File: config.mk
export PLATFORM = sky130hd
export DESIGN_NAME = save_tracker
export DESIGN_NICKNAME = d
export VERILOG_FILES = /design/src/logic/save_tracker.sv
export SDC_FILE = /design/constraint.sdc
export NUM_CORES = 1
export LEC_CHECK = 0
export BUFFER_PORTS_ARGS = -buffer_cell sky130_fd_sc_hd__buf_2
export CORE_AREA = 8 8 45 47
export CTS_CLUSTER_DIAMETER = 100
export DETAILED_ROUTE_END_ITERATION = 10
export DIE_AREA = 0 0 53 55
export PLACE_DENSITY = 0.4
export SETUP_SLACK_MARGIN = 0.1
export SKIP_LAST_GASP = 1
export SYNTH_ARGS = -nofsm -noshare
export SYNTH_HDL_FRONTEND = slang
export SYNTH_SLANG_ARGS = --single-unit
File: constraint.sdc
create_clock -name clk_sys -period 0.8 [get_ports clk_sys]
set_clock_uncertainty 0.05 [all_clocks]
set_input_delay 0.2 -clock clk_sys [delete_from_list [all_inputs] [get_ports clk_sys]]
set_output_delay 0.2 -clock clk_sys [all_outputs]
set_load 0.01 [all_outputs]
File: src/logic/save_tracker.sv
`timescale 1ns/1ps
// save image enable and change-pending flags

module save_tracker (
	input  logic clk_sys,
	input  logic rst,
	input  logic console_we,
	input  logic save_download,
	input  logic img_mounted,
	input  logic img_readonly,
	input  logic busy,
	output logic bk_ena,
	output logic sav_pending
);

	logic old_dl;
	logic old_we;

	always_ff @(posedge clk_sys) begin
		if (rst) begin
			old_dl      <= 1'b0;
			old_we      <= 1'b0;
			bk_ena      <= 1'b0;
			sav_pending <= 1'b0;
		end else begin
			old_dl <= save_download;
			old_we <= console_we;

			// new download drops the old image
			if (save_download && !old_dl) begin
				bk_ena <= 1'b0;
			end
			// writable image shows up while downloading
			if (save_download && img_mounted && !img_readonly) begin
				bk_ena <= 1'b1;
			end

			// any console write marks the RAM dirty
			if (console_we && !old_we) begin
				sav_pending <= 1'b1;
			end else if (busy) begin
				sav_pending <= 1'b0;
			end
		end
	end

endmodule

Yosys cells after proc, flatten, opt, wreduce, memory -nomap -nowiden
Index checks and enable logic that the tools add are counted.
W data, S select, Z words.
{"block": "word_totals", "reg_bits": 4, "in_bits": 7, "out_inout_bits": 2, "word_cells": 17}
{"block": "classes", "n_mux": 4, "n_reduce_logical": 9}
{"cell": "$logic_and A1 B1 Y1", "count": 4}
{"cell": "$mux W1", "count": 4}
{"cell": "$reduce_bool A2 Y1", "count": 2}
{"cell": "$logic_not A1 Y1", "count": 3}

Logic depth before layout (Yosys ltp)
{"block": "logic_depth", "ltp_word": 4, "mapped_depth": 2}

Least setup slack after synthesis
No wires, ideal clock.
{"block": "synth_path", "kind": "reg2reg", "from": "reg bk_ena (netlist name)", "to": "reg bk_ena", "setup_time_ps": 92, "t_arrival_ps": 509, "required_ps": 658, "path_slack_ps": 148, "path_stages_with_launch": 3, "n_path_buf": 0, "cell_sequence": "dfxtp_1 nand2b_1 o32ai_1"}
{"element": "end signal: assignment", "line_no": "23", "source": "bk_ena <= 1'b0;"}
{"element": "end signal: assignment", "line_no": "31", "source": "bk_ena <= 1'b0;"}
{"element": "end signal: assignment", "line_no": "35", "source": "bk_ena <= 1'b1;"}
{"element": "end: declaration", "line_no": "12", "source": "output logic bk_ena,"}

Final worst setup path
{"block": "layout_path", "from": "reg sav_pending", "to": "out sav_pending"}
{"element": "start: declaration", "line_no": "13", "source": "output logic sav_pending"}
{"element": "start signal: assignment", "line_no": "24", "source": "sav_pending <= 1'b0;"}
{"element": "start signal: assignment", "line_no": "40", "source": "sav_pending <= 1'b1;"}
{"element": "start signal: assignment", "line_no": "42", "source": "sav_pending <= 1'b0;"}
No word-level cell between the ends.

==> summary by stage <==
Min path
For hold timing, the worst endpoint is sav_pending. The hold-critical path depth is 2. The startpoint of the lowest-slack hold path is rst. The worst hold path belongs to the class primary input to flip-flop.

Critical path
The buffers plus inverters on the worst setup path is 1. The cell family contributing the most delay on the critical path is flip-flops. The maximum net fanout on the critical path is 2. The longest individual stage delay on the worst path is 0.32 ns.

The worst setup path is of the flip-flop to primary output kind. Across all register-to-register paths, the minimum setup slack is 0.06 ns. Data on the critical path arrives at its endpoint at 0.66 ns. The sort of element at the start of the critical path is a flip-flop.

The logic depth of the worst register-to-register path is 3. In this run the critical register-to-register path is launched from bk_ena. The worst setup path is captured at a primary output. The endpoint of the worst register-to-register path is bk_ena.

The largest individual stage delay along the critical path comes from the cell dfxtp_2. Traced cell by cell, the critical path runs through buf_6. The required time at the endpoint of the critical path is 0.55 ns.

Global route
The initial antenna violation count is 0. The total congestion overflow is 0. Global routing used 3.386% of the available tracks across all layers. The first global-routing pass estimated 627 um of wire. The via count of the first global-routing pass came to 154. The largest net degree at the start of global routing is 6.

Die
The number of cell rows is 14. For this configuration, the core starts out at a cell density of 10.13%. The total area inside the core boundary comes to 1384 um^2. For this design the top-level I/O count stands at 9. The die covers 2915 um^2.

The vertical die dimension is 55 um. In this run the horizontal extent of the chip is 53 um.

Status
The final reports fail on negative setup slack. The flow ran to the end, but the final reports show violations.

Final layout
The utilization after layout is 18.81%. Compared with the post-synthesis result, the final layout area differs by 85.72%. The final antenna diode count is 0. The number of non-filler instances in the completed layout is 42.

The multi-input combinational cells in the finished layout cover a total of 67.56 um^2. The sequential cells in the finished layout cover a total of 82.58 um^2. For this run, the post-layout net count is 35. The fill cell instance count of the final layout is 161. The most common cell after layout, fill and taps aside is buf_2.

In the layout the commonest cells are buf_2, nand2b_1, clkbuf_4. The fraction of layout cells with a size suffix above 1 is 69.23%.

Pwr
The switching power of the nets is 106.1 uW. Net switching is 20.15% of the power. The share of power burned in registers is 41.4%.

After layout, the design draws a total of 526.5 uW. The design internal power is 420.4 uW. For this design the ratio of total power to cell area is 2023 nW/um^2.

Summed over all cells, the static leakage comes to 0.0001192 uW. The clock share of power is 46.8%. VDD sags by at most 828.5 uV.

The combinational group share of total power is 11.8%.

Clock tree
Clock latency on the worst-skew pair, taken at its later pin, is 0.23 ns. In this run the number of H-tree levels came out at 1. The clock net sink count is 4. TritonCTS built the clock tree.

In this run the deepest clock path goes through 2 buffers. After clock tree synthesis, the clock-pin slew on the worst setup and hold paths is 0.04 ns. The number of clock buffers added by TritonCTS is 3.

The root buffer selected by CTS is clkbuf_4.

Timing
After layout, the worst setup slack is -0.1099 ns. The total count of max-transition violations in the final report is 0. The maximum clock frequency is 1099 MHz. Measured against its own limit, the worst slew margin works out to 88.10%. Counting I/O delays and the setup requirement, the final critical path takes 0.9099 ns.

The minimum hold slack is 0.1209 ns. The share of the clock period used by the worst path is 113.7%. The transition time of the tightest slew-check pin is 0.1785 ns. Setup repair after global routing could not meet its margin everywhere. The total setup violations reported at the end of the flow is 2.

The final count of hold timing violations is 0.

Placement
The instance count after placement with tap cells included is 37. Timing analysis after detailed placement gives a worst setup slack of 0.05515 ns. The routability-driven placement congestion ratio is 0.6291.

The total of buffers placed on input and output ports is 8.

Logic synthesis
Sorting the synthesized cells by area gives the leading types as dfxtp_1, nand2b_1, and2b_2. Dividing the synthesized area by the synthesized cell count gives 10.78 um^2. The number of nets in the synthesized netlist is 20. The synthesized area is 140.1 um^2.

The library cell occupying the most area in the post-synthesis netlist is dfxtp_1. The count of different cell masters after synthesis is 7. Synthesis produced a netlist whose cell count is 13. The top cell type by area accounts for 57.14% of the synthesized area. The synthesized design contains 4 register bits. For this run, the register share of the synthesized area comes to 57.14%. The count of synthesis-stage warnings from yosys is 0.

Route
The detailed router placed 142 vias in this run. The average wire per cell in the routed design is 9.595 um. The first detailed-routing pass ran for 3 iterations. The number of DRC markers after the initial detailed-route iteration is 4. The remaining antenna violation count after routing is 0. In the routed layout, each cell is associated on average with a via count of 3.381.

The remaining design rule violation count is 0. The aggregate routed wire length is 403 um.

Run
The max capacitance violation total is 0.
-- synth_stat cells --
library cell	number
a21oi_1	1
and2b_2	2
dfxtp_1	4
nand2_1	1
nand2b_1	3
nor2b_1	1
o32ai_1	1
-- power by group through the flow --
stage	logic (uW)	clock network (uW)	registers [uW]
3_5_place_dp	45.7	0	219
3_3_place_gp	43.7	0	218
5_1_grt	69.1	269	219
6_report	62.2	246	218
2_1_floorplan	16.4	0	221
4_1_cts	55.3	260	218
-- routing by layer --
metal	vias to the layer above	GRT usage, %	routed length [um]
li1	69	-	-
met1	62	3.338	177
met2	11	3.516	123
met3	0	5.882	102
met4	0	0	0
met5	-	0	0
-- metrics by stage --
| stage | setup TNS [ns] | area, um^2 |
|---|---|---|
| finish | -0.2160 | 260.3 |
| global route | -0.2601 | 260.3 |
| CTS | -0.2297 | 245.2 |
| detailed placement | 0 | 200.2 |
| global placement | 0 | 200.2 |
| floorplan | 0 | 140.1 |
-- cell type report --
| type | instances | area share [%] |
|---|---|---|
| repair buffers | 10 | 25.96 |
| clock buffers | 3 | 8.654 |
| multi-input cells | 9 | 25.96 |
| well taps | 16 | 7.692 |
| flip-flops and latches | 4 | 31.73 |
-- logic make-up after synthesis --
logic type	after synthesis	synth area share [%]
AOI/OAI and AO/OA	2	9.819
DFF	4	57.15
and+or+nand+nor	7	33.04
-- what timing repair did --
item | 4_1_cts | 5_1_grt
setup buffers | 1 | 1
pin swaps | 0 | 1
gates resized for setup | 4 | 1
setup endpoints to repair | 2 | 4
hold buffers | 0 | 0
-- how the worst max path moves through the flow --
stage / startpoint / to / slack [ns] / depth (start not counted)
floorplan: bk_ena / bk_ena / 0.15 / 2
detailed placement: rst / bk_ena / 0.06 / 2
finish: sav_pending / sav_pending / -0.11 / 1
CTS: sav_pending / sav_pending / -0.12 / 1
global route: sav_pending / sav_pending / -0.14 / 1
global placement: rst / bk_ena / 0.1 / 2
-- flip-flops by register name (all words and copies together), names as in the netlist --
| register | count |
|---|---|
| sav_pending | 1 |
| old_dl | 1 |
| old_we | 1 |
| bk_ena | 1 |
(Power assumes the default switching activity.)
