==> src/logic/backup_pkg.sv <==
// widths, bus structs and sector limits of the backup RAM engine
// sequencer state encoding

package backup_pkg;

	// console side of the backup RAM, byte wide
	typedef logic [12:0] bram_addr_t;
	typedef logic [7:0]  bram_byte_t;

	// storage side, 16-bit words in 256-word sectors
	typedef logic [15:0] word_t;
	typedef logic [7:0]  buff_addr_t;
	typedef logic [31:0] lba_t;
	typedef logic [3:0]  sector_t;

	localparam sector_t LAST_SECTOR = 4'd15;
	// 8 KB seen as 16 sectors of 256 words
	localparam int      RAM_WORDS   = 4096;

	typedef enum logic [1:0] {
		bk_idle,
		bk_request,
		bk_transfer,
		bk_finish
	} bk_state_t;

	// host control levels
	typedef struct packed {
		logic load;
		logic save;
		logic autosave;
		logic osd_open;
	} cfg_t;

	typedef struct packed {
		bram_addr_t addr;
		bram_byte_t wdata;
		logic       we;
	} console_bus_t;

	typedef struct packed {
		lba_t lba;
		logic rd;
		logic wr;
	} storage_req_t;

endpackage

==> src/logic/backup_sequencer.sv <==
`timescale 1ns/1ps
// backup transfer FSM
// trigger detection and the storage request/ack cycle

module backup_sequencer (
	input  logic             clk_sys,
	input  logic             rst,
	input  backup_pkg::cfg_t cfg,
	input  logic             save_download,
	input  logic             bk_ena,
	input  logic             sav_pending,
	input  logic             sd_ack,
	input  logic             last,
	output logic             clear,
	output logic             step,
	output logic             rd,
	output logic             wr,
	output logic             busy,
	output logic             reload
);
	import backup_pkg::*;

	bk_state_t state;
	logic      loading;

	logic old_load;
	logic old_save;
	logic old_asave;
	logic old_dl;
	logic old_ack;

	logic asave;
	logic load_rise;
	logic save_rise;
	logic asave_rise;
	logic dl_fall;
	logic want_load;
	logic start;
	logic ack_rise;
	logic ack_fall;

	//////////////////////////////////////////////////////////////////////
	// trigger edges

	// menu closing with autosave on
	assign asave      = cfg.autosave & ~cfg.osd_open;
	assign load_rise  = cfg.load & ~old_load;
	assign save_rise  = cfg.save & ~old_save;
	assign asave_rise = asave & ~old_asave & sav_pending;
	assign dl_fall    = old_dl & ~save_download;
	assign want_load  = load_rise | dl_fall;
	assign start      = bk_ena & (load_rise | save_rise | asave_rise | dl_fall);

	assign ack_rise = sd_ack & ~old_ack;
	assign ack_fall = old_ack & ~sd_ack;

	// next sector on every falling ack but the last
	assign step  = (state == bk_transfer) & ack_fall & ~last;
	// rewind the block address once the run is over
	assign clear = (state == bk_finish);

	always_ff @(posedge clk_sys) begin
		if (rst) begin
			old_load  <= 1'b0;
			old_save  <= 1'b0;
			old_asave <= 1'b0;
			old_dl    <= 1'b0;
			old_ack   <= 1'b0;
		end else begin
			old_load  <= cfg.load;
			old_save  <= cfg.save;
			old_asave <= asave;
			old_dl    <= save_download;
			old_ack   <= sd_ack;
		end
	end

	//////////////////////////////////////////////////////////////////////
	// FSM

	always_ff @(posedge clk_sys) begin
		if (rst) begin
			state   <= bk_idle;
			loading <= 1'b0;
			rd      <= 1'b0;
			wr      <= 1'b0;
			busy    <= 1'b0;
			reload  <= 1'b0;
		end else begin
			case (state)
				bk_idle: begin
					if (start) begin
						loading <= want_load;
						// only a manual load asks the console to reload
						reload  <= load_rise;
						rd      <= want_load;
						wr      <= ~want_load;
						busy    <= 1'b1;
						state   <= bk_request;
					end
				end
				bk_request: begin
					if (ack_rise) begin
						rd    <= 1'b0;
						wr    <= 1'b0;
						state <= bk_transfer;
					end
				end
				bk_transfer: begin
					if (ack_fall) begin
						if (last) begin
							busy    <= 1'b0;
							reload  <= 1'b0;
							loading <= 1'b0;
							state   <= bk_finish;
						end else begin
							rd    <= loading;
							wr    <= ~loading;
							state <= bk_request;
						end
					end
				end
				bk_finish: begin
					state <= bk_idle;
				end
				default: begin
					state <= bk_idle;
				end
			endcase
		end
	end

	a_rd_wr_exclusive: assert property (
		@(posedge clk_sys) disable iff (rst)
		!(rd && wr)
	) else $error("rd and wr raised together");

endmodule

==> config.mk <==
export PLATFORM = sky130hd
export DESIGN_NAME = backup_sequencer
export DESIGN_NICKNAME = d
export VERILOG_FILES = /design/src/logic/backup_pkg.sv /design/src/logic/backup_sequencer.sv
export SDC_FILE = /design/constraint.sdc
export NUM_CORES = 1
export LEC_CHECK = 0
export BUFFER_PORTS_ARGS = -buffer_cell sky130_fd_sc_hd__buf_2
export CAP_MARGIN = 20
export CORE_AREA = 5 5 42 44
export DETAILED_ROUTE_END_ITERATION = 10
export DIE_AREA = 0 0 47 49
export GPL_ROUTABILITY_DRIVEN = 0
export PLACE_DENSITY = 0.79
export REMOVE_ABC_BUFFERS = 1
export SYNTH_ARGS = -nofsm -noshare
export SYNTH_HDL_FRONTEND = slang
export SYNTH_SLANG_ARGS = --single-unit
==> constraint.sdc <==
create_clock -name clk_sys -period 1.5 [get_ports clk_sys]
set_input_delay 0.45 -clock clk_sys [delete_from_list [all_inputs] [get_ports clk_sys]]
set_output_delay 0.45 -clock clk_sys [all_outputs]
set_load 0.05 [all_outputs]
Word-level counts from Yosys, hierarchy flattened --
Cells that the tools add are included.
Operators by class: reductions and logical operators 6, magnitude comparators 0, shift operators 0, add/sub/neg operators 0, $mul 0, eq/ne operators 8, bitwise logic cells 25, multiplexer cells 21, divide/modulo/power cells 0
Operators by type and width (count):
- bitwise AND 1 bit | 11
- two-way mux 1 bit | 11
- inequality test 2 bit, second input constant | 5
- NOT 1 bit | 10
- two-way mux 2 bit | 4
- one-hot mux 2 bit (4 select lines) | 1
- one-hot mux 1 bit (2 select lines) | 3
- one-hot mux 1 bit (3 select lines) | 2
- AND reduction 5 bit | 1
- equality test 2 bit, second input constant | 2
- OR 1 bit | 4
- AND reduction 4 bit | 1
- AND reduction 3 bit | 1
- nonzero test 3 bit | 1
- equality test 2 x 1 -> 1 bit, second input constant | 1
- zero test 2 bit | 1
- nonzero test 2 bit | 1
Storage, ports and cells: bits in registers 12, word-level logic and storage cells 71, bits in latches 0, memory bits (read-only) 0, memories 0, output and inout bits 6, RAM bits 0, input port bits 11

Depth between registers and ports, before layout --
word-level depth 9, mapped depth 7

Least setup slack after synthesis --
No wires, ideal clock.
path type register -> output, start reg state[0], end out step, required time 1050 ps, stages on the path, launching flop included 5, path slack -1337 ps, data arrival time 2387 ps, path through dfxtp_1 > inv_1 > ha_1 > inv_1 > nor4b_1
Between the ends: longest elaborated chain between the ends 3
RTL lines:
- start, declared | line backup_sequencer.sv:23 | bk_state_t state;
- start signal, assigned | line backup_sequencer.sv:83 | state <= bk_idle;
- start signal, assigned | line backup_sequencer.sv:99 | state <= bk_request;
- start signal, assigned | line backup_sequencer.sv:106 | state <= bk_transfer;
- equality test 2 bit | line backup_sequencer.sv:58 | assign step = (state == bk_transfer) & ack_fall & ~last;
- bitwise AND 1 bit (2 in series) | line backup_sequencer.sv:58
- end, declared | line backup_sequencer.sv:15 | output logic step,
Every way passes these cells.

Worst setup path in the final report --
Same ends and word-level chain as after synthesis.

==> results.md <==
* Run status: finished with violations
* Failing checks: setup timing
* CP Data Arrival Time at 1.28 ns
* Clock Tree Buf Depth at 2
* First-pass GRT wire length at 2690 um
* Slew margin rel. at 74.0%
* Fin. max-slew vios at 0
* Worst Skew at 0.00534 ns
* Setup TNS Final at -0.601 ns
* Share of the yosys chip area belonging to registers at 39.2%
* Clock root cell: clkbuf_4
* Ys async rst share at 0%
* Detailed placement HPWL at 1160 um
* Worst setup endpoint: step
* Met2 usage at 24.9%
* Later-pin clock latency in the skew report at 0.28 ns
* All-Layer GR Usage at 16.2%
* Worst setup margin at -0.226 ns
* H-tree levels at 1
* Global route total overflow at 0
* Max-Cap Viols at 0
* # nets final at 118
* Largest area contributor in the netlist: dfxtp_1
* Clock tree from TritonCTS: yes
* Share of cells above drive strength 1 at 61.4%
* Setup Viol. Count Final at 6
* PortBufs at 16
* Antenna-violating nets left at 0
* CTS buffer count at 3
* Hold Crit Class: in2reg
* Core ar. at 1400 sq um
* Fmax at 0.580 GHz
* EDFF count, synth at 0
* Minimum clock period at 1.73 ns
* Avg Inst Size Synth at 9.15 sq um
* Pwr/cell area at 1660 nW/um^2
* Peak supply drop at 0.000818 V
* Yosys cell types at 29
* Vias in the first global route at 654
* Met3 Track Usage GR at 3.69%
* Pre-CTS setup slack at -0.125 ns
* Synth top area share at 39.2%
* Worst setup EP type: output pin
* Met1 usage at 18.0%
* Lkg Pwr at 0.442 nW
* Worst r2r src: state[0]
* Hold Vio Cnt, Final at 0
* Initial DRC count at 1
* Row cnt at 14
* Synth Flop Type: dfxtp_1
* RSZ-0062 raised after global routing: true
* Die width at 47 um
* DIE AREA at 2300 sq um
* Worst setup SP type: flip-flop
* DRC at 0
* CP Data Required Time at 1.05 ns
* Clk sink count at 12
* Tightest Pin Transition at 0.391 ns
* Flop and latch count out of synthesis at 12
* Wire length per cell at 16.5 um
* Initial antenna violation count at 0
* # diodes at 0
* CTS Hold Bufs at 0
* Ys Warns at 0
* Pin count of the biggest net entering global routing at 10
* Detailed Routing Iterations Pass 1 at 4
* Kind of critical path: reg2out
* Gr busiest metal: met2
* Worst Reg-to-Reg Cells at 7
* Synth top area cells: dfxtp_1, ha_1, nand2b_1
* Critical Path Start: state[0]
* DR vias at 644
* CTS clk-pin slew, worst paths at 0.07 ns
* Cell area after synthesis at 613 sq um
* Io pins at 17
* Avg Vias per Cell at 5.50
* Most frequent cells in the layout: buf_2, buf_4, dfxtp_1
* Critical register-to-register path endpoint: state[0]
* P&R area growth vs syn at 74.1%
* Worst Path Max Fanout at 2
* Reg2Reg Setup Slack at -0.12 ns
* Synth Instances at 67
* Die height at 49 um
* Final period util at 115%
* Final Routed Wirelength at 1930 um
* Starting Density at 43.7%
[power breakdown]
group          switching, mW  internal (mW)
logic                  0.615          0.513
clock network          0.105         0.0933
registers             0.0488          0.392
total                  0.769          0.998
[final cells by class]
type,count,area (sq um)
clock buffer,3,22.5
fill,96,334
inverter,7,26.3
multi-input combinational,47,529
sequential,12,245
tap,16,20.0
timing repair buffer,32,224
[flip-flops by register name, summed over array words and instances (netlist names)]
register / cells
old_asave: 1
wr: 1
old_load: 1
rd: 1
old_ack: 1
old_save: 1
old_dl: 1
state: 2
reload: 1
busy: 1
loading: 1
[metrics by stage]
| step | std cells | area, sq um | hold slack (ns) | power [mW] | util, % |
|---|---|---|---|---|---|
| 2_1_floorplan | 66 | 609 | 0.456 | 0.869 | - |
| 3_3_place_gp | 108 | 785 | 0.436 | 1.08 | 56.0 |
| 3_5_place_dp | 108 | 785 | 0.465 | 1.10 | 56.0 |
| 4_1_cts | 113 | 917 | 0.342 | 1.47 | 65.4 |
| 5_1_grt | 117 | 1070 | 0.353 | 1.87 | 76.2 |
| 6_report | 117 | 1070 | 0.336 | 1.77 | 76.2 |
[metal layers]
| layer | part of all wire, % | wire length, um | vias to the layer above |
|---|---|---|---|
| li1 | - | - | 318 |
| met1 | 39 | 743 | 302 |
| met2 | 54 | 1040 | 16 |
| met3 | 4.0 | 78 | 8 |
| met4 | 3.6 | 69 | 0 |
| met5 | 0 | 0 | - |
[cells by family after synthesis]
group,count (synthesis),share of synthesized area [%]
fa+ha+maj,4,8.16
flops,12,39.2
simple gates,23,22.2
compound gates,20,25.5
buf+inv,8,4.90
[timing repair]
item	CTS	global route
buffers inserted	2	7
gates resized for setup	20	24
pin swaps	3	9
endpoints found under the setup margin	9	9
[worst min-delay path by stage]
stage / from / cells past startpoint / end / slack [ns]
after detailed placement: reload / 2 / reload / 0.47
final: cfg[0] / 2 / old_asave / 0.34
after global routing: cfg[0] / 2 / old_asave / 0.35
after global placement: busy / 2 / busy / 0.44
after floorplan: loading / 2 / loading / 0.46
after CTS: cfg[0] / 2 / old_asave / 0.34
[synth_stat cells (all sizes together), types with 2 or more instances]
cell type / number
nor3b: 2
nor2: 2
dfxtp: 12
ha: 4
a211oi: 2
nand2b: 5
nor2b: 2
inv: 7
nand2: 3
a21oi: 3
o21ai: 4
a31oi: 3
nand3: 4
[critical path, cell delays in order, from the launching register on]
cell and delay (ns):
dfxtp_2 0.33, inv_2 0.07, ha_4 0.14, inv_2 0.05, nor4b_4 0.22, buf_6 0.19
No activity file was read; power rests on OpenSTA's default activity.
