### src/logic/backup_pkg.sv
// widths, bus structs and sector limits of the backup RAM engine
// sequencer state encoding

package backup_pkg;

	// console side of the backup RAM, byte wide
	typedef logic [12:0] bram_addr_t;
	typedef logic [7:0]  bram_byte_t;

	// storage side, 16-bit words in 256-word sectors
	typedef logic [15:0] word_t;
	typedef logic [7:0]  buff_addr_t;
	typedef logic [31:0] lba_t;
	typedef logic [3:0]  sector_t;

	localparam sector_t LAST_SECTOR = 4'd15;
	// 8 KB seen as 16 sectors of 256 words
	localparam int      RAM_WORDS   = 4096;

	typedef enum logic [1:0] {
		bk_idle,
		bk_request,
		bk_transfer,
		bk_finish
	} bk_state_t;

	// host control levels
	typedef struct packed {
		logic load;
		logic save;
		logic autosave;
		logic osd_open;
	} cfg_t;

	typedef struct packed {
		bram_addr_t addr;
		bram_byte_t wdata;
		logic       we;
	} console_bus_t;

	typedef struct packed {
		lba_t lba;
		logic rd;
		logic wr;
	} storage_req_t;

endpackage

### src/logic/sector_counter.sv
`timescale 1ns/1ps
// storage block address counter with last-sector flag

module sector_counter (
	input  logic             clk_sys,
	input  logic             rst,
	input  logic             clear,
	input  logic             step,
	output backup_pkg::lba_t lba,
	output logic             last
);
	import backup_pkg::*;

	always_ff @(posedge clk_sys) begin
		if (rst) begin
			lba <= '0;
		end else if (clear) begin
			lba <= '0;
		end else if (step) begin
			lba <= lba + lba_t'(1);
		end
	end

	assign last = (lba == lba_t'(LAST_SECTOR));

	// sequencer must stop at the last sector, never wrap past it
	a_no_step_past_last: assert property (
		@(posedge clk_sys) disable iff (rst)
		step |-> !last
	) else $error("sector step past last sector");

endmodule

### config.mk
export PLATFORM = sky130hd
export DESIGN_NAME = sector_counter
export DESIGN_NICKNAME = d
export VERILOG_FILES = /design/src/logic/backup_pkg.sv /design/src/logic/sector_counter.sv
export SDC_FILE = /design/constraint.sdc
export NUM_CORES = 1
export LEC_CHECK = 0
export BUFFER_PORTS_ARGS = -buffer_cell sky130_fd_sc_hd__buf_4
export CORE_ASPECT_RATIO = 1.4
export CORE_MARGIN = 4
export CORE_UTILIZATION = 35
export CTS_BUF_LIST = sky130_fd_sc_hd__clkbuf_8
export DETAILED_ROUTE_END_ITERATION = 6
export PLACE_DENSITY_LB_ADDON = 0.12
export SLEW_MARGIN = 25
export SYNTH_ARGS = -nofsm -noshare
export SYNTH_HDL_FRONTEND = slang
export SYNTH_SLANG_ARGS = --single-unit
export TNS_END_PERCENT = 30
### constraint.sdc
create_clock -name clk_sys -period 3.7 [get_ports clk_sys]
set_input_delay 0.555 -clock clk_sys [delete_from_list [all_inputs] [get_ports clk_sys]]
set_output_delay 0.555 -clock clk_sys [all_outputs]
set_load 0.03 [all_outputs]
Word-level counts from Yosys, hierarchy flattened

Index checks and enable logic that the tools add are counted.

Bits in registers: 32
Latch bits: 0
RAM bits: 0
Bits in read-only memories: 0
Input port bits: 4
Output and inout bits: 33
Logic and storage cells: 4
Memories kept: 0

Add/subtract/negate cells: 1
$mul: 0
Div/mod/pow operators: 0
$lt $le $gt $ge: 0
Equal/unequal tests: 1
Shifts and indexed selects: 0
Mux-type cells: 0
Bitwise gates (word level): 0
Reduce and logical (&&, ||, !) cells: 1

Operators by type and width:

| kind                    | number |
|---|---|
| $add A32 B1 Y32 const B | 1 |
| $eq A32 B4 Y1 const B   | 1 |
| $reduce_or A2 Y1        | 1 |

Depth between registers and ports, before layout

Gate-level depths: netlist of run 1.

Depth in word-level cells: 1
Mapped depth: 7
Mapped depth without buffers: 5

Least setup slack after synthesis of run 1

No wires, ideal clock.

Path type: reg2out
Start point: reg lba[0]
End point: out last
Arrival time: 1.747 ns
Slack: 1.398 ns
Stages on the path, launching flop included: 5
Path through: dfxtp_1 > ha_1 > nor4b_1 > nand4_1 > nor3_1

Word-level cells in the longest chain between the ends: 1

RTL lines:

| what                   | RTL line             | RTL |
|---|---|---|
| start, declared        | sector_counter.sv:9  | `output backup_pkg::lba_t lba,` |
| start signal, assigned | sector_counter.sv:20 | `lba <= lba + lba_t'(1);` |
| $eq A32 B4 Y1          | sector_counter.sv:24 | `assign last = (lba == lba_t'(LAST_SECTOR));` |
| end, declared          | sector_counter.sv:10 | `output logic last` |

Every way passes these cells.

Final worst setup path of run 1

Start point: reg lba[8]
End point: reg lba[28]

Word-level cells in the longest chain between the ends: 1

RTL lines:

| what            | RTL line |
|---|---|
| $add A32 B1 Y32 | sector_counter.sv:20 |

Every way passes these cells.
A chain may end at the register's enable or synchronous reset.

==> results of run 1 <==
metrics by stage:
stage,worst slack [ns],cell area (um2),hold WS [ns],power (mW),util [%]
2_1_floorplan,1.40,1610,0.595,0.364,-
3_3_place_gp,1.38,1900,0.501,0.372,43.8
3_5_place_dp,1.34,1900,0.498,0.372,43.8
4_1_cts,1.32,1990,0.506,0.644,45.8
5_1_grt,1.16,1990,0.537,0.658,45.8
6_report,1.30,1990,0.502,0.633,45.8
cell type report:
cell class                      count  area (um2)  share of cell area [%]
Multi-Input combinational cell    146         903                    45.4
Tap cell                           60        75.1                    3.77
Clock inverter                      2        7.51                   0.377
Clock buffer                        6        82.6                    4.15
Sequential cell                    32         641                    32.2
Timing Repair Buffer               36         270                    13.6
Inverter                            3        11.3                   0.566
worst reg2reg max path: stages, from the launching register on:
cell and delay [ns]:
dfxtp_1 0.49, nand4_2 0.18, or4_1 0.90, or4_1 0.61, a21oi_1 0.14
worst max-delay path by stage:
| stage | from | end | slack (ns) | cells past startpoint |
|---|---|---|---|---|
| floorplan | lba[0]$_SDFFE_PP0P_ | last | 1.40 | 4 |
| global placement | lba[8]$_SDFFE_PP0P_ | lba[29]$_SDFFE_PP0P_ | 1.38 | 4 |
| detailed placement | lba[8]$_SDFFE_PP0P_ | lba[29]$_SDFFE_PP0P_ | 1.34 | 4 |
| CTS | lba[8]$_SDFFE_PP0P_ | lba[29]$_SDFFE_PP0P_ | 1.32 | 4 |
| global route | lba[7]$_SDFFE_PP0P_ | lba[28]$_SDFFE_PP0P_ | 1.16 | 4 |
| finish | lba[8]$_SDFFE_PP0P_ | lba[28]$_SDFFE_PP0P_ | 1.30 | 4 |
power by group:
| part | leakage (nW) | switching [mW] | internal [mW] |
|---|---|---|---|
| Clock | 0.0538 | 0.123 | 0.146 |
| Combinational | 0.368 | 0.0110 | 0.00646 |
| Sequential | 0.258 | 0.000870 | 0.345 |
logic make-up (layout without fill, tap and decap cells):
| family | after synthesis | count (layout) | synth area share, % |
|---|---|---|---|
| flops | 32 | 32 | 39.9 |
| xor+xnor | 11 | 11 | 6.00 |
| mux | 5 | 5 | 3.12 |
| buf+inv | 14 | 47 | 3.82 |
| compound gates | 32 | 32 | 12.5 |
| simple gates | 97 | 97 | 33.9 |
| fa+ha+maj | 1 | 1 | 0.779 |
metal layers:
metal	wire, um	share of wire (%)	up-vias	global-route usage (%)
met2	2190	50	31	26.8
met3	178	4.1	6	3.85
met4	63	1.4	0	5.66
li1	-	-	792	-
met5	0	0	-	0
met1	1910	44	782	20.9
cell usage after synthesis:
master     n  share of area [%]
o311ai_0   1               0.55
clkbuf_1   6                1.4
dfxtp_1   32                 40
or3_1      7                2.7
nand4_2    1               0.78
mux2i_1    5                3.1
buf_2      1               0.31
and3_1     2               0.78
o31ai_1   13                6.1
or2_2      2               0.78
nor4_1    11                4.3
nand2_1   18                4.2
nor4b_1    1               0.55
ha_1       1               0.78
nor2_1    15                3.5
or4_1     14                6.5
xor2_1     5                2.7
o41ai_1    1               0.55
nand4_1    8                3.1
inv_1      3               0.70
a21oi_1   15                4.7
buf_6      1               0.70
buf_1      3               0.70
nor3_1     3               0.94
and2_1     1               0.39
o21ai_0    2               0.62
nand3_1   10                3.1
xnor2_1    6                3.3
and4_1     4                2.2
==> results_dict.tcl, run 1 <==
set metrics [dict create \
    n_antenna_cell 0 \
    port_buffers 36 \
    power_density_nw_per_um2 318 \
    syn_area_per_cell_um2 8.36 \
    clock_path_buffers 2 \
    grt_pass1_wl_um 7350 \
    route.vias.total 1611 \
    netlist_area_um2 1610 \
    hold_path.class "reg -> reg" \
    wl_per_cell_um 15.3 \
    cts.sinks 32 \
    cts_setup_buffers 0 \
    setup_viol 0 \
    ir_drop_uv 234 \
    rrSetupSlack_ns 1.30 \
    crit_type "reg -> reg" \
    drt_iter0_markers 84 \
    layout_common_cells "buf_4 (36), dfxtp_1 (32), nand2_1 (18)" \
    cts_tree "yes" \
    min_from "lba[31]$_SDFFE_PP0P_" \
    die-height_um 88.1 \
    syn_to_final_growth_pct 24.0 \
    largest-register "lba" \
    ys_seq_elements 32 \
    final_net_count 229 \
    cp_slowest_cell "or4_1" \
    worstPathCellList "nand4_2 -> or4_1 -> or4_1 -> a21oi_1" \
    cts.repair.resized 0 \
    largest_reg_flops 32 \
    reg2regPathDepth 4 \
    r2r_end "lba[28]$_SDFFE_PP0P_" \
    dr.pass1.iters 4 \
    max_cap_violations 0 \
    io_pins 37 \
    cpMostUsedCell "or4_1" \
    post-route-period-util_pct 64.8 \
    antenna_found_initial 0 \
    hold_viol 0 \
    slew-limit-headroom_pct 53.7 \
    die_x_um 65.2 \
    dpl.hpwl_um 3130 \
    final.setup_skew_ns 0.00344 \
    tightest_slew_ns 0.695 \
    gr-total-overflow 0 \
    avgViaCountPerCell 5.65 \
    min_period_ns 2.40 \
    synth.distinct_cells 29 \
    final_cells 285 \
    layout-drive-gt1-share_pct 20.0 \
    critPathMaxStageDelay_ns 0.90 \
    fmax_mhz 417 \
    final_common_cell "buf_4" \
    htree_levels 2 \
    r2r-start "lba[8]$_SDFFE_PP0P_" \
    slew_viol_final 0 \
    crit_fanout 24 \
    ctsHoldBuffers 0 \
    yosys_warnings 0 \
    synth_fp_nets 197 \
    power.leakage_nw 0.679 \
    initial_utilization_pct 37.0 \
    cp-start-kind "flip-flop" \
    required_ns 3.91 \
    dp.cells 277 \
    grt_usage_pct 16.3 \
    status "complete, no violations" \
    end_kind "flip-flop" \
    clock-root-buffer "clkbuf_8" \
    fill_cells 488 \
    clk_latency_ns 0.28 \
    rsz0062_at_grt "no" \
    globalplace.congestion 0.774 \
    rows 28 \
    clkTransAtPathRegs_ns 0.06 \
    grt_pass1_vias 1483 \
    largestRegisters "lba x32" \
    syn-instance-count 192 \
    cp_top_family "simple AND/OR/NAND/NOR gates" \
    core_area_um2 4340 \
    cts_buffers 5 \
    grt_start_max_net_pins 28 \
    dieArea_um2 5750 \
    postRouteAntennaNets 0 \
    remaining_drc_errors 0 \
    holdPathEnd "lba[31]$_SDFFE_PP0P_" \
    cp.arrival_ns 2.61 \
    cp_num_buf_inv 0 \
    holdPathStages 2 \
    routed_wl_um 4350 \
    ys_seq_area_share_pct 39.9 \
    setup_tns_ns 0 \
]
No activity file was read; power rests on OpenSTA's default activity.
==> run 2: changes to the inputs <==
ABC_AREA = 1   (was default)
clock period = 2.4 ns   (was 3.7 ns; I/O delays follow)
==> run 2 against run 1 <==
Utilization is 0.17 points lower. Sequential cell count stayed put. Combinational power is 74% higher. Wire length is 14% higher. Sequential power is 54% higher. Worst setup slack worse by 0.84 ns. Cell count is 38% higher. Synthesized area is 14% higher. Synthesized cell count is 49% higher.
==> results_dict.tcl, run 2 <==
set metrics [dict create \
    final_common_cell "nand2_1" \
    setup_viol 0 \
    tightest_slew_ns 0.444 \
    cts.repair.resized 0 \
    cp_num_buf_inv 1 \
    power.leakage_nw 0.924 \
    yosys_warnings 0 \
    n_antenna_cell 0 \
    layout-drive-gt1-share_pct 20.1 \
    die_x_um 69.2 \
    gr-total-overflow 0 \
    synth_top_family_by_area "simple AND/OR/NAND/NOR gates" \
    setup_tns_ns 0 \
    final_net_count 332 \
    hold_path.class "in -> reg" \
    cp.arrival_ns 1.58 \
    yosys.area_share.simple_pct 47.3 \
    status "complete, no violations" \
    netlist_top_cells_count "nand2_1 (70), nor2_1 (59), dfxtp_1 (32), inv_1 (32), nand3_1 (22)" \
    rsz0062_at_grt "no" \
    synth.distinct_cells 23 \
    cp-start-kind "flip-flop" \
    cp-startpoint "lba[4]$_SDFFE_PP0P_" \
    required_ns 2.04 \
    layout_common_cells "nand2_1 (70), nor2_1 (59), buf_4 (37)" \
    synth_most_common_cell "nand2_1" \
    slew-limit-headroom_pct 70.1 \
    place_ws_ns 0.794 \
    yosys.area.top_type "dfxtp_1" \
    placed_area_um2 2170 \
    min_period_ns 1.94 \
    final_cells 392 \
    grt_pass1_vias 1775 \
    cp_top_family "simple AND/OR/NAND/NOR gates" \
    final_area_um2 2260 \
    rrSetupSlack_ns 0.79 \
    dp.cells 384 \
    htree_levels 2 \
    grt_pass1_wl_um 8340 \
    max_cap_violations 0 \
    end_kind "output pin" \
    dr.pass1.iters 4 \
    clock-root-buffer "clkbuf_8" \
    wl_per_cell_um 12.7 \
    clk_latency_ns 0.29 \
    grt_usage_pct 16.1 \
    antenna_found_initial 0 \
    synthMuxAreaShare_pct 0 \
    cts_tree "yes" \
    avgViaCountPerCell 4.84 \
    cp_num_cells 4 \
    slew_viol_final 0 \
    synth_top_cell_area_share_pct 34.9 \
    die-height_um 93.6 \
    grt_start_max_net_pins 22 \
    ys_seq_elements 32 \
    cts_setup_buffers 0 \
    rows 30 \
    syn_to_final_growth_pct 23.4 \
    synth_xor_area_share_pct 2.39 \
    ir_drop_uv 247 \
    dpl.hpwl_um 3850 \
    r2r-start "lba[0]$_SDFFE_PP0P_" \
    route.vias.total 1896 \
    synth-compound-area-share_pct 6.69 \
    fill_cells 567 \
    postRouteAntennaNets 0 \
    syn-instance-count 287 \
    synth_edf_count 0 \
    crit_fanout 5 \
    async_flop_share_pct 0 \
    ys_seq_area_share_pct 34.9 \
    globalplace.congestion 0.778 \
    power_density_nw_per_um2 439 \
    fin_ws_ns 0.465 \
    post-route-period-util_pct 80.6 \
    worstPathCellList "nor4_1 -> nand4_1 -> nor2_1 -> buf_4" \
    fmax_mhz 517 \
    final.setup_skew_ns 0.00782 \
    clkTransAtPathRegs_ns 0.07 \
    regArea_um2 641 \
    multiInputGateArea_um2 1050 \
    cp-endpoint "last" \
    cts_buffers 5 \
    cp_slowest_cell "nor4_1" \
    largest-register "lba" \
    dieArea_um2 6480 \
    ctsHoldBuffers 0 \
    core_area_um2 4950 \
    synth_fa_ha_area_share_pct 0.683 \
    drt_iter0_markers 108 \
    holdWs_ns 0.325 \
    largest_reg_flops 32 \
    synthFlopType "dfxtp_1" \
    crit_type "reg -> out" \
    reg2regPathDepth 8 \
    port_buffers 36 \
    critPathMaxStageDelay_ns 0.46 \
    r2r_end "lba[24]$_SDFFE_PP0P_" \
    syn_area_per_cell_um2 6.39 \
    cts.sinks 32 \
    clock_path_buffers 2 \
    remaining_drc_errors 0 \
    largestRegisters "lba x32" \
    initial_utilization_pct 37.0 \
    synth_fp_nets 292 \
    io_pins 37 \
    hold_viol 0 \
    netlist_area_um2 1830 \
    routed_wl_um 4970 \
    synth_area_leaders "dfxtp_1 (35%), nand2_1 (14%), nor2_1 (12%), inv_1 (6.6%), nand3_1 (6.0%)" \
]
run 2: layer usage:
layer	GRT usage, %	routed length [um]	share of wire, %	vias to the layer above
met3	3.98	193	3.9	10
met5	0	0	0	-
met1	18.0	2200	44	857
li1	-	-	-	993
met2	28.7	2450	49	36
met4	7.17	131	2.6	0
run 2: area by class of cell:
cell class | count | share of cell area, %
Multi-Input combinational cell | 217 | 46.2
Sequential cell | 32 | 28.3
Clock inverter | 2 | 0.332
Clock buffer | 6 | 3.65
Tap cell | 64 | 3.54
Timing Repair Buffer | 37 | 12.3
Inverter | 34 | 5.64
run 2: cells by family (layout without fill, tap and decap cells):
family,after synthesis,count (layout)
AO/OA/AOI/OAI,24,24
XOR/XNOR,5,5
adder cells (fa/ha/maj),1,1
buffers and inverters,38,79
flip-flops,32,32
AND/OR/NAND/NOR,187,187
run 2: worst min path at each step:
| stage | slack, ns | to | startpoint | cells after the start |
|---|---|---|---|---|
| finish | 0.33 | lba[0]$_SDFFE_PP0P_ | step | 2 |
| detailed placement | 0.49 | lba[13]$_SDFFE_PP0P_ | lba[13]$_SDFFE_PP0P_ | 1 |
| global route | 0.33 | lba[0]$_SDFFE_PP0P_ | step | 2 |
| floorplan | 0.55 | lba[1]$_SDFFE_PP0P_ | rst | 3 |
| CTS | 0.32 | lba[0]$_SDFFE_PP0P_ | step | 2 |
| global placement | 0.50 | lba[13]$_SDFFE_PP0P_ | lba[13]$_SDFFE_PP0P_ | 1 |
run 2: where the power goes:
group	switching, mW	total (mW)	internal (mW)
registers	0.00157	0.534	0.532
logic	0.0202	0.0305	0.0103
clock network	0.203	0.428	0.225
run 2: metrics by stage:
| step | utilization, % | power, mW |
|---|---|---|
| final | 45.7 | 0.992 |
| after detailed placement | 43.8 | 0.577 |
| after global routing | 45.7 | 1.04 |
| after floorplan | - | 0.565 |
| after CTS | 45.7 | 1.01 |
| after global placement | 43.8 | 0.577 |
==> run 3: changes to the inputs <==
clock period = 1.9 ns   (was 2.4 ns; I/O delays follow)
==> run 3 against run 2 <==
Sequential share of layout area fell by 0.36 points. Die area did not move. First-iteration DRC count fell by 10%. Cell count rose by 0.51%. Global-route usage rose by 0.34 points. Critical endpoint unchanged. Largest power group unchanged. Worst setup slack got worse by 0.34 ns. Combinational power rose by 34%. Hold slack got worse by 0.080 ns. Non-clock buffer count rose by 3.
==> results_dict.tcl, run 3 (same netlist as run 2, synthesis figures left out) <==
set metrics [dict create \
    status "complete, no violations" \
    critPathMaxStageDelay_ns 0.38 \
    route.vias.total 1904 \
    grt_start_max_net_pins 13 \
    rrSetupSlack_ns 0.31 \
    drt_iter0_markers 97 \
    grt_pass1_wl_um 8450 \
    hold_viol 0 \
    remaining_drc_errors 0 \
    r2r_end "lba[14]$_SDFFE_PP0P_" \
    cp_top_family "simple AND/OR/NAND/NOR gates" \
    grt_usage_pct 16.5 \
    globalplace.congestion 0.818 \
    avgViaCountPerCell 4.83 \
    cts_setup_buffers 0 \
    fill_cells 555 \
    setup_viol 0 \
    max_cap_violations 0 \
    power_density_nw_per_um2 563 \
    wl_per_cell_um 12.8 \
    clk_latency_ns 0.29 \
    hold_path.class "in -> reg" \
    cts.repair.resized 0 \
    final_util_pct 46.2 \
    multiInputGateArea_um2 1050 \
    reg2regPathDepth 7 \
    cp-start-kind "flip-flop" \
    tightest_slew_ns 0.452 \
    postRouteAntennaNets 0 \
    crit_fanout 5 \
    dr.pass1.iters 4 \
    final_net_count 335 \
    min_period_ns 1.77 \
    clkTransAtPathRegs_ns 0.07 \
    die-height_um 93.6 \
    port_buffers 36 \
    power.leakage_nw 0.936 \
    cts_buffers 5 \
    fmax_mhz 564 \
    regArea_um2 641 \
    io_pins 37 \
    gr-total-overflow 0 \
    cts_tree "yes" \
    largestRegisters "lba x32" \
    required_ns 1.62 \
    dieArea_um2 6480 \
    cp_slowest_cell "nor4_1" \
    slew-limit-headroom_pct 69.8 \
    worstPathCellList "nor4_1 -> nand4_1 -> nor2_1 -> buf_4" \
    rsz0062_at_grt "no" \
    final_area_um2 2290 \
    largest-register "lba" \
    n_antenna_cell 0 \
    layout_common_cells "nand2_1 (70), nor2_1 (59), buf_4 (40)" \
    routed_wl_um 5040 \
    cp_num_buf_inv 1 \
    post-route-period-util_pct 93.2 \
    syn_to_final_growth_pct 25.0 \
    holdPathEnd "lba[0]$_SDFFE_PP0P_" \
    largest_reg_flops 32 \
    grt_pass1_vias 1778 \
    initial_utilization_pct 37.0 \
    layout-drive-gt1-share_pct 21.2 \
    ir_drop_uv 358 \
    crit_type "reg -> out" \
    core_area_um2 4950 \
    placed_area_um2 2190 \
    final_common_cell "nand2_1" \
    clock-root-buffer "clkbuf_8" \
    rows 30 \
    cp.arrival_ns 1.49 \
    antenna_found_initial 0 \
    end_kind "output pin" \
    final.setup_skew_ns 0.00646 \
    slew_viol_final 0 \
    setup_tns_ns 0 \
    min_from "step" \
    total_power_mw 1.29 \
    dpl.hpwl_um 3940 \
    ctsHoldBuffers 0 \
    die_x_um 69.2 \
    clock_path_buffers 2 \
    htree_levels 2 \
    r2r-start "lba[0]$_SDFFE_PP0P_" \
    holdPathStages 2 \
    cts.sinks 32 \
    holdWs_ns 0.246 \
]
## run 3: metrics by stage
stage          worst slack, ns  cells
6_report                 0.128    394
5_1_grt                 0.0131    394
4_1_cts                 0.0996    394
3_5_place_dp             0.317    387
3_3_place_gp             0.294    387
2_1_floorplan            0.229    287
## run 3: where the power goes
group / internal [mW] / switching [mW]
registers: 0.672 / 0.00190
clock network: 0.323 / 0.251
logic: 0.0144 / 0.0265
## run 3: worst max path at each step
stage                   startpoint                   end  slack [ns]  depth (start not counted)
2_1_floorplan  lba[3]$_SDFFE_PP0P_                  last        0.23                          4
4_1_cts        lba[4]$_SDFFE_PP0P_                  last         0.1                          4
6_report       lba[4]$_SDFFE_PP0P_                  last        0.13                          4
3_3_place_gp   lba[0]$_SDFFE_PP0P_  lba[14]$_SDFFE_PP0P_        0.29                          7
5_1_grt        lba[4]$_SDFFE_PP0P_                  last        0.01                          4
3_5_place_dp   lba[0]$_SDFFE_PP0P_  lba[14]$_SDFFE_PP0P_        0.32                          7
## run 3: per-layer routing
layer | track usage [%] | vias to the layer above | part of all wire [%]
li1 | - | 996 | -
met1 | 18.5 | 851 | 42
met5 | 0 | - | 0
met4 | 6.84 | 0 | 2.4
met2 | 29.4 | 49 | 51
met3 | 4.19 | 8 | 5.3
## run 3: layout make-up
cell class                      count  area share [%]
Clock buffer                        7            4.21
Inverter                           34            5.57
Multi-Input combinational cell    217            45.7
Sequential cell                    32            28.0
Tap cell                           64            3.50
Timing Repair Buffer               40            13.1
